--- config.mk ---
export PLATFORM = sky130hd
export DESIGN_NAME = led_scan_driver
export DESIGN_NICKNAME = d
export VERILOG_FILES = /design/src/logic/led_pkg.sv /design/src/logic/led_scan_driver.sv
export VERILOG_INCLUDE_DIRS = /design/src /design/src/logic
export SDC_FILE = /design/constraint.sdc
export NUM_CORES = 1
export LEC_CHECK = 0
export BUFFER_PORTS_ARGS = -buffer_cell sky130_fd_sc_hd__buf_2
export CAP_MARGIN = 5
export CORE_MARGIN = 5
export CORE_UTILIZATION = 56
export DETAILED_ROUTE_END_ITERATION = 8
export PLACE_DENSITY = 0.86
export SLEW_MARGIN = 20
export SYNTH_ARGS = -nofsm -noshare
export SYNTH_HDL_FRONTEND = slang
export SYNTH_SLANG_ARGS = --single-unit
export TNS_END_PERCENT = 30
--- constraint.sdc ---
create_clock -name clk_i -period 3.62 [get_ports clk_i]
set_input_delay 0 -clock clk_i [delete_from_list [all_inputs] [get_ports clk_i]]
set_output_delay 0 -clock clk_i [all_outputs]
set_load 0.01 [all_outputs]
--- src/logic/led_consts.svh ---
`ifndef LED_CONSTS_SVH
`define LED_CONSTS_SVH

// panel geometry, 32x16 with 1/8 scan
`define LED_COLS 32
`define LED_ROWS 8

// frame address is {half, row, col}
`define LED_ADDR_W 9

// bit planes per colour channel
`define LED_PLANES 8

// output-enable counter
`define LED_DELAY_W 16

// oe length of plane 0 in cycles, raise for real panels
`define LED_PLANE_UNIT 1

`endif

--- src/logic/led_pkg.sv ---
`include "led_consts.svh"

package led_pkg;

  typedef struct packed {
    logic [7:0] r;
    logic [7:0] g;
    logic [7:0] b;
  } led_pixel_t;

  typedef struct packed {
    logic                   cyc;
    logic                   stb;
    logic                   we;
    logic [3:0]             sel;
    logic [`LED_ADDR_W-1:0] adr;
    logic [31:0]            dat;
  } led_bus_req_t;

  typedef struct packed {
    logic        ack;
    logic [31:0] dat;
  } led_bus_rsp_t;

  typedef struct packed {
    logic                   en;
    logic                   we;
    logic [2:0]             be;    // red, green, blue
    logic [`LED_ADDR_W-1:0] addr;
    led_pixel_t             wdata;
  } led_ram_wr_t;

  typedef struct packed {
    logic [2:0] rgb0;   // upper half, red msb
    logic [2:0] rgb1;   // lower half
    logic [2:0] row;
    logic       sclk;
    logic       latch;
    logic       oe_n;
  } led_panel_t;

  typedef enum logic [2:0] {
    IDLE,
    READ1,
    READ2,
    CLOCK,
    LATCH,
    DELAY
  } led_scan_state_e;

endpackage

--- src/logic/led_scan_driver.sv ---
`timescale 1ns/1ns
`include "led_consts.svh"

module led_scan_driver import led_pkg::*; (
  input  logic                   clk_i,
  input  logic                   rst_i,
  output logic [`LED_ADDR_W-1:0] scan_addr_o,
  input  led_pixel_t             scan_pixel_i,
  output led_panel_t             panel_o
);

  localparam int COL_W   = $clog2(`LED_COLS);
  localparam int ROW_W   = $clog2(`LED_ROWS);
  localparam int PLANE_W = $clog2(`LED_PLANES);

  localparam logic [PLANE_W-1:0]      TOP_PLANE = PLANE_W'(`LED_PLANES - 1);
  localparam logic [`LED_DELAY_W-1:0] UNIT      = `LED_DELAY_W'(`LED_PLANE_UNIT);

  led_scan_state_e         state_q;
  logic [COL_W-1:0]        col_q;
  logic [ROW_W-1:0]        row_q;
  logic                    half_q;
  logic [PLANE_W-1:0]      plane_q;
  logic [`LED_DELAY_W-1:0] delay_q;
  logic [2:0]              rgb0_q;
  logic [2:0]              rgb1_q;
  logic [2:0]              plane_bits;

  assign scan_addr_o = {half_q, row_q, col_q};

  // current plane bit of each colour, red first
  assign plane_bits = {scan_pixel_i.r[plane_q],
                       scan_pixel_i.g[plane_q],
                       scan_pixel_i.b[plane_q]};

  always_ff @(posedge clk_i or posedge rst_i) begin
    if (rst_i) begin
      state_q <= IDLE;
      col_q   <= '0;
      row_q   <= '0;
      half_q  <= 1'b0;
      plane_q <= TOP_PLANE;
      delay_q <= '0;
      rgb0_q  <= '0;
      rgb1_q  <= '0;
    end else begin
      case (state_q)
        IDLE: begin                     // upper address out
          half_q  <= 1'b1;
          state_q <= READ1;
        end
        READ1: begin                    // lower address out
          rgb0_q  <= plane_bits;
          half_q  <= 1'b0;
          state_q <= READ2;
        end
        READ2: begin
          rgb1_q  <= plane_bits;
          col_q   <= col_q + 1'b1;
          state_q <= CLOCK;
        end
        CLOCK: begin
          // column counter wrapped, row fully shifted
          if (col_q == '0) begin
            state_q <= LATCH;
          end else begin
            state_q <= IDLE;
          end
        end
        LATCH: begin
          delay_q <= (UNIT << plane_q) - 1'b1;   // binary plane weight
          plane_q <= plane_q - 1'b1;
          state_q <= DELAY;
        end
        DELAY: begin
          if (delay_q == '0) begin
            // plane already wrapped to the top after plane 0
            if (plane_q == TOP_PLANE) begin
              row_q <= row_q + 1'b1;
            end
            state_q <= IDLE;
          end else begin
            delay_q <= delay_q - 1'b1;
          end
        end
        default: begin
          state_q <= IDLE;
        end
      endcase
    end
  end

  always_comb begin
    panel_o.rgb0  = rgb0_q;
    panel_o.rgb1  = rgb1_q;
    panel_o.row   = row_q;
    panel_o.sclk  = (state_q == CLOCK);
    panel_o.latch = (state_q == LATCH);
    panel_o.oe_n  = (state_q != DELAY);
  end

  assert property (@(posedge clk_i) disable iff (rst_i)
    !(panel_o.sclk && panel_o.latch))
    else $error("sclk and latch high together");

  // outputs only come on right after a row is latched
  assert property (@(posedge clk_i) disable iff (rst_i)
    $fell(panel_o.oe_n) |-> $past(panel_o.latch))
    else $error("oe_n low outside the delay period");

endmodule

==> reports/results.ini, run 1 <==
[place]
dp_hpwl_mm=4.32
finalWeightedCongestion=0.888
io_buffers=46

[die]
coreArea_um2=4320
die_area_um2=5860
rows=24
fp.dieW_um=76.5
start_util_pct=57.3
die_h_um=76.5
io-pin-count=47

[layout]
drive_above_1_share_pct=24.8
area_delta_synth_final_pct=12.7
antenna_cells=0
num-nets-final=340
layout_commonest_cell=buf_2
mostFrequentLayoutCells=46 x buf_2, 34 x dfrtp_1, 29 x nand2_1
fill_cells=373

[global_route]
grtUsageMet2_pct=35.0
antenna_found_initial=0
use_met3_pct=3.90
grt_pass1_vias=2189
grt_max_degree=38
grt.busiest_layer=met2
grt_util_met1_pct=27.3
grt.overflow.total=0
grt_pass1_wl_mm=10.2
track_usage_pct=20.9

[cts]
clock-sinks=37
cts_root_buf=clkbuf_8
cts_buffer_depth=2
cts_made_buffers=5
htree_num_levels=2
cts_tree=built
clock_latency_ns=0.29
clk_pin_slew_ns=0.08

[critical_path]
crit_arrival_ns=3.33
worst-setup-path-type=flip-flop to flip-flop
critical_path_required_ns=3.80
cp_max_fo=9
ff2ff_path_depth=9
worst_setup_path_end_kind=flip-flop
crit_path_start_kind=flip-flop

[power]
power_leakage_nw=1.22
p_sw_w=0.000173
power_per_cell_area_nw_per_um2=266
combPwrFrac_pct=5.1
power_frac_clock_pct=38.7
switching_share_pct=23.2
intPower_w=0.000572
power_frac_seq_pct=56.2
ir_drop_v=0.000201

[sta]
maxClockFrequency_mhz=317
fin_crit_sh_pct=87.1
finalHoldViolations=0
setup_viol=0
whs_ns=0.265
worstMarginPinSlew_ns=0.738
rsz0062_at_grt=false
slew_headroom_pct=50.4
slew_violations=0
final.setup.tns_ns=0
fin_skew_ns=0.00414
fin_crit_ns=3.15

[worst_hold_path]
hold_class=primary input to flip-flop
min_path_cells=4

[routing]
dr.pass1.iters=5
wl_per_cell_um=16.2
wl_mm=5.81
drc=0
vias_per_cell=6.17
ant_nets=0
drtIter0Drc=201
vias=2210

[synth]
synth_area_leaders=dfrtp_1 34%, mux4_2 5.4%, ha_1 4.5%
synth_area_per_cell_um2=9.29
ys_seq_area_share_pct=37.5
synthesis.area_um2=2480
synth_nets=302
synthFlopType=dfrtp_1
yosysTopAreaCellShare_pct=34.3
synth_top_area_cell=dfrtp_1
synth.distinct_cells=52
ys_ff_latch=37
async_reset_ff_share_pct=100
synth-edff-count=0
syn_inst=267
ys_warn_count=0

[status]
status=completed

[job]
maxCapViolations=0

cells in the mapped netlist (3+ instances only):
cell type / n
mux4_2: 6
dfrtp_1: 34
ha_1: 9
dfstp_2: 3
o21ai_0: 15
nor3b_1: 4
nand2b_1: 3
clkbuf_1: 11
xor2_1: 3
inv_1: 12
nand4_1: 3
nand3_1: 6
a311oi_1: 3
xnor2_1: 10
a21oi_1: 16
nor2_1: 22
or4_1: 3
nand2_1: 29
o31ai_1: 5
mux2i_1: 7
a22oi_1: 3
nor4_1: 6
a31oi_1: 4
buf_4: 5
nor3_1: 10
state kept, by name (all words and copies together) (netlist names):
| signal | cells |
|---|---|
| row_q | 3 |
| rgb0_q | 3 |
| rgb1_q | 3 |
| plane_q | 3 |
| delay_q | 16 |
| col_q | 5 |
| half_q | 1 |
| state_q | 3 |
worst max-delay path, stage by stage (launching register included):
cell and delay [ns]:
dfstp_2 0.70, inv_1 0.16, ha_1 0.31, inv_1 0.10, o31a_1 0.17, ha_1 0.28
inv_1 0.12, or4_4 0.58, or4b_1 0.48, o311a_1 0.13
routing by layer:
metal	vias up	routed length, um
li1	1037	-
met5	-	0
met2	100	2920
met3	14	394
met1	1059	2400
met4	0	96
through the flow:
step / power (W) / utilization (%) / worst slack (ns) / instance area (um^2) / instances
after floorplan: 0.000443 / - / 0.473 / 2480 / 267
after detailed placement: 0.000464 / 62.4 / 0.505 / 2700 / 349
after global routing: 0.000777 / 64.6 / 0.279 / 2800 / 358
after global placement: 0.000462 / 62.4 / 0.629 / 2700 / 349
after CTS: 0.000748 / 64.6 / 0.493 / 2800 / 358
final: 0.000744 / 64.6 / 0.468 / 2800 / 358
cells by family (layout without fill, tap and decap cells):
kind of cell             count (synthesis)  count (layout)  share of synthesized area [%]
XOR/XNOR                                13              13                           4.59
multiplexers                            15              15                           9.18
AND/OR/NAND/NOR                        100             100                           21.7
AO/OA/AOI/OAI                           59              59                           15.4
adder cells (fa/ha/maj)                  9               9                           4.54
buffers and inverters                   34              73                           7.11
flip-flops                              37              37                           37.5
what timing repair did:
| item | in CTS | in global routing |
|---|---|---|
| hold buffers | 1 | 0 |
| setup endpoints to repair | 0 | 0 |
| buffers inserted | 0 | 0 |
| hold endpoints to repair | 34 | 0 |
| resized for setup | 0 | 0 |
path summary, 6_finish.rpt:
kind,from,end,slack [ns]
setup / recovery,plane_q[0],delay_q[10],0.47
hold / removal,scan_pixel_i[18],rgb0_q[2],0.27
setup reg to reg,plane_q[0],delay_q[10],0.47
hold reg to reg,half_q,half_q,0.50
max in group asynchronous,rst_i,plane_q[0],2.91
min in group asynchronous,rst_i,row_q[2],0.35
area by class of cell:
cell class / count / area (um^2) / area share, %
flip-flops and latches: 37 / 930 / 33.3
well taps: 52 / 65.1 / 2.33
repair buffers: 52 / 278 / 9.94
clock buffers: 6 / 72.6 / 2.60
clock inverters: 2 / 15.0 / 0.537
inverters: 13 / 61.3 / 2.19
multi-input cells: 196 / 1370 / 49.1
power groups by stage:
stage | Clock, W | Combinational (W) | Sequential (W)
5_1_grt | 0.000315 | 0.0000430 | 0.000419
6_report | 0.000288 | 0.0000378 | 0.000418
3_3_place_gp | 0 | 0.0000359 | 0.000426
3_5_place_dp | 0 | 0.0000381 | 0.000426
2_1_floorplan | 0 | 0.0000146 | 0.000428
4_1_cts | 0.000291 | 0.0000389 | 0.000418
No activity file was read; power rests on OpenSTA's default activity.
==> inputs of run 2 (changes only) <==
--- a/config.mk
+++ b/config.mk
@@ -8,10 +8,11 @@
 export LEC_CHECK = 0
 export BUFFER_PORTS_ARGS = -buffer_cell sky130_fd_sc_hd__buf_2
 export CAP_MARGIN = 5
+export CORE_ASPECT_RATIO = 0.5
 export CORE_MARGIN = 5
-export CORE_UTILIZATION = 56
+export CORE_UTILIZATION = 60
 export DETAILED_ROUTE_END_ITERATION = 8
-export PLACE_DENSITY = 0.86
+export PLACE_DENSITY = 0.9
 export SLEW_MARGIN = 20
 export SYNTH_ARGS = -nofsm -noshare
 export SYNTH_HDL_FRONTEND = slang
==> constraint.sdc (replaced) <==
create_clock -name clk_i -period 3.97 [get_ports clk_i]
set_input_delay 0 -clock clk_i [delete_from_list [all_inputs] [get_ports clk_i]]
set_output_delay 0 -clock clk_i [all_outputs]
set_load 0.01 [all_outputs]
==> run 2 against run 1 <==
Compared with the run above:
- worst hold slack got worse by 0.0032 ns
- global-route usage increased by 0.93 points
- largest power group is now the clock network
- sequential cell count unchanged
- via count decreased by 1.6%
- highest routed layer unchanged
- critical path type unchanged
- cell count decreased by 0.28%
==> reports/results.ini, run 2 (synthesis gave the netlist of run 1 again) <==
[layout]
largest_register_ffs=16
design_area_um2=2830
drive_above_1_share_pct=24.8
reg_top3=delay_q: 16 flops, col_q: 5 flops
area_delta_synth_final_pct=14.0
antenna_cells=0
num-nets-final=337
mostFrequentLayoutCells=46 x buf_2, 34 x dfrtp_1, 29 x nand2_1
fill_cells=283
top_register=delay_q
layout_commonest_cell=buf_2

[place]
place_ws_ns=0.836
place_area_um2=2680
dp_hpwl_mm=4.31
finalWeightedCongestion=0.895
io_buffers=46

[die]
fp.dieW_um=101
coreArea_um2=3940
die_h_um=55.5
io-pin-count=47
start_util_pct=62.9
die_area_um2=5600
rows=16

[cts]
clk_pin_slew_ns=0.07
cts_made_buffers=5
clock_latency_ns=0.29
hold_buffers=1
htree_num_levels=2
cts_tree=built
cts_root_buf=clkbuf_8
clock-sinks=37
post_cts.repair.setup_buffers=0
cts_buffer_depth=2
postCtsResizedCells=0

[routing]
ant_nets=0
vias=2174
dr.pass1.iters=5
wl_mm=5.77
drc=0
wl_per_cell_um=16.2
vias_per_cell=6.09
drtIter0Drc=188

[sta]
whs_ns=0.262
slew_headroom_pct=34.2
slew_violations=0
worstMarginPinSlew_ns=0.981
final.setup.tns_ns=0
finalHoldViolations=0
fin_skew_ns=0.00370
fin_crit_sh_pct=79.5
maxClockFrequency_mhz=317
finalWorstSetupSlack_ns=0.813
rsz0062_at_grt=false
fin_crit_ns=3.16
setup_viol=0

[global_route]
grt.overflow.total=0
grt_pass1_vias=2179
grt_max_degree=38
antenna_found_initial=0
grt_pass1_wl_mm=9.85
track_usage_pct=21.8

[critical_path]
critical_path_required_ns=4.15
crit_path_start_kind=flip-flop
r2r_setup_slack_ns=0.81
worst_setup_path_end_kind=flip-flop
cp_max_fo=9
crit_arrival_ns=3.34
worst-setup-path-type=flip-flop to flip-flop

[power]
power_per_cell_area_nw_per_um2=286
power.total_w=0.000807
power_leakage_nw=1.24
ir_drop_v=0.000217

[status]
status=completed

[job]
maxCapViolations=0

[worst_hold_path]
hold_class=primary input to flip-flop

run 2: final timing paths:
check | start | to | depth (start not counted)
setup / recovery | plane_q[0] | delay_q[12] | 9
min in group asynchronous | rst_i | col_q[1] | 4
setup reg to reg | plane_q[0] | delay_q[12] | 9
hold reg to reg | half_q | half_q | 2
hold / removal | scan_pixel_i[16] | rgb0_q[2] | 4
max in group asynchronous | rst_i | plane_q[1] | 4
run 2: routing by layer:
layer / global-route usage [%] / routed length, um / vias up
met5: 0 / 0 / -
met4: 6.44 / 89 / 0
met3: 5.78 / 416 / 11
met2: 36.8 / 2780 / 98
met1: 27.4 / 2480 / 1028
li1: - / - / 1037
run 2: power by group:
part	internal [W]	total (W)	switching [W]
clock network	0.000250	0.000391	0.000141
registers	0.000380	0.000382	0.00000204
logic	0.0000177	0.0000343	0.0000167
total	0.000647	0.000807	0.000160
run 2: final cells by class:
| class | count | area (um^2) | area share (%) |
|---|---|---|---|
| Sequential cell | 37 | 930 | 32.9 |
| Timing Repair Buffer | 49 | 255 | 9.03 |
| Inverter | 13 | 61.3 | 2.17 |
| Clock buffer | 5 | 68.8 | 2.43 |
| Tap cell | 54 | 67.6 | 2.39 |
| Multi-Input combinational cell | 196 | 1380 | 48.8 |
| Clock inverter | 3 | 65.1 | 2.30 |
run 2: critical path, cell delays in order, from the launching register on:
cell and delay [ns]:
dfstp_2 0.69, inv_1 0.16, ha_1 0.31, inv_1 0.11
o31a_1 0.18, ha_1 0.27, inv_1 0.12, or4_4 0.58
or4b_1 0.49, o221a_2 0.14
run 2: per-stage QoR:
step	cells	utilization, %
finish	357	71.7
global route	357	71.7
CTS	357	71.5
detailed placement	348	67.9
global placement	348	67.9
floorplan	267	-
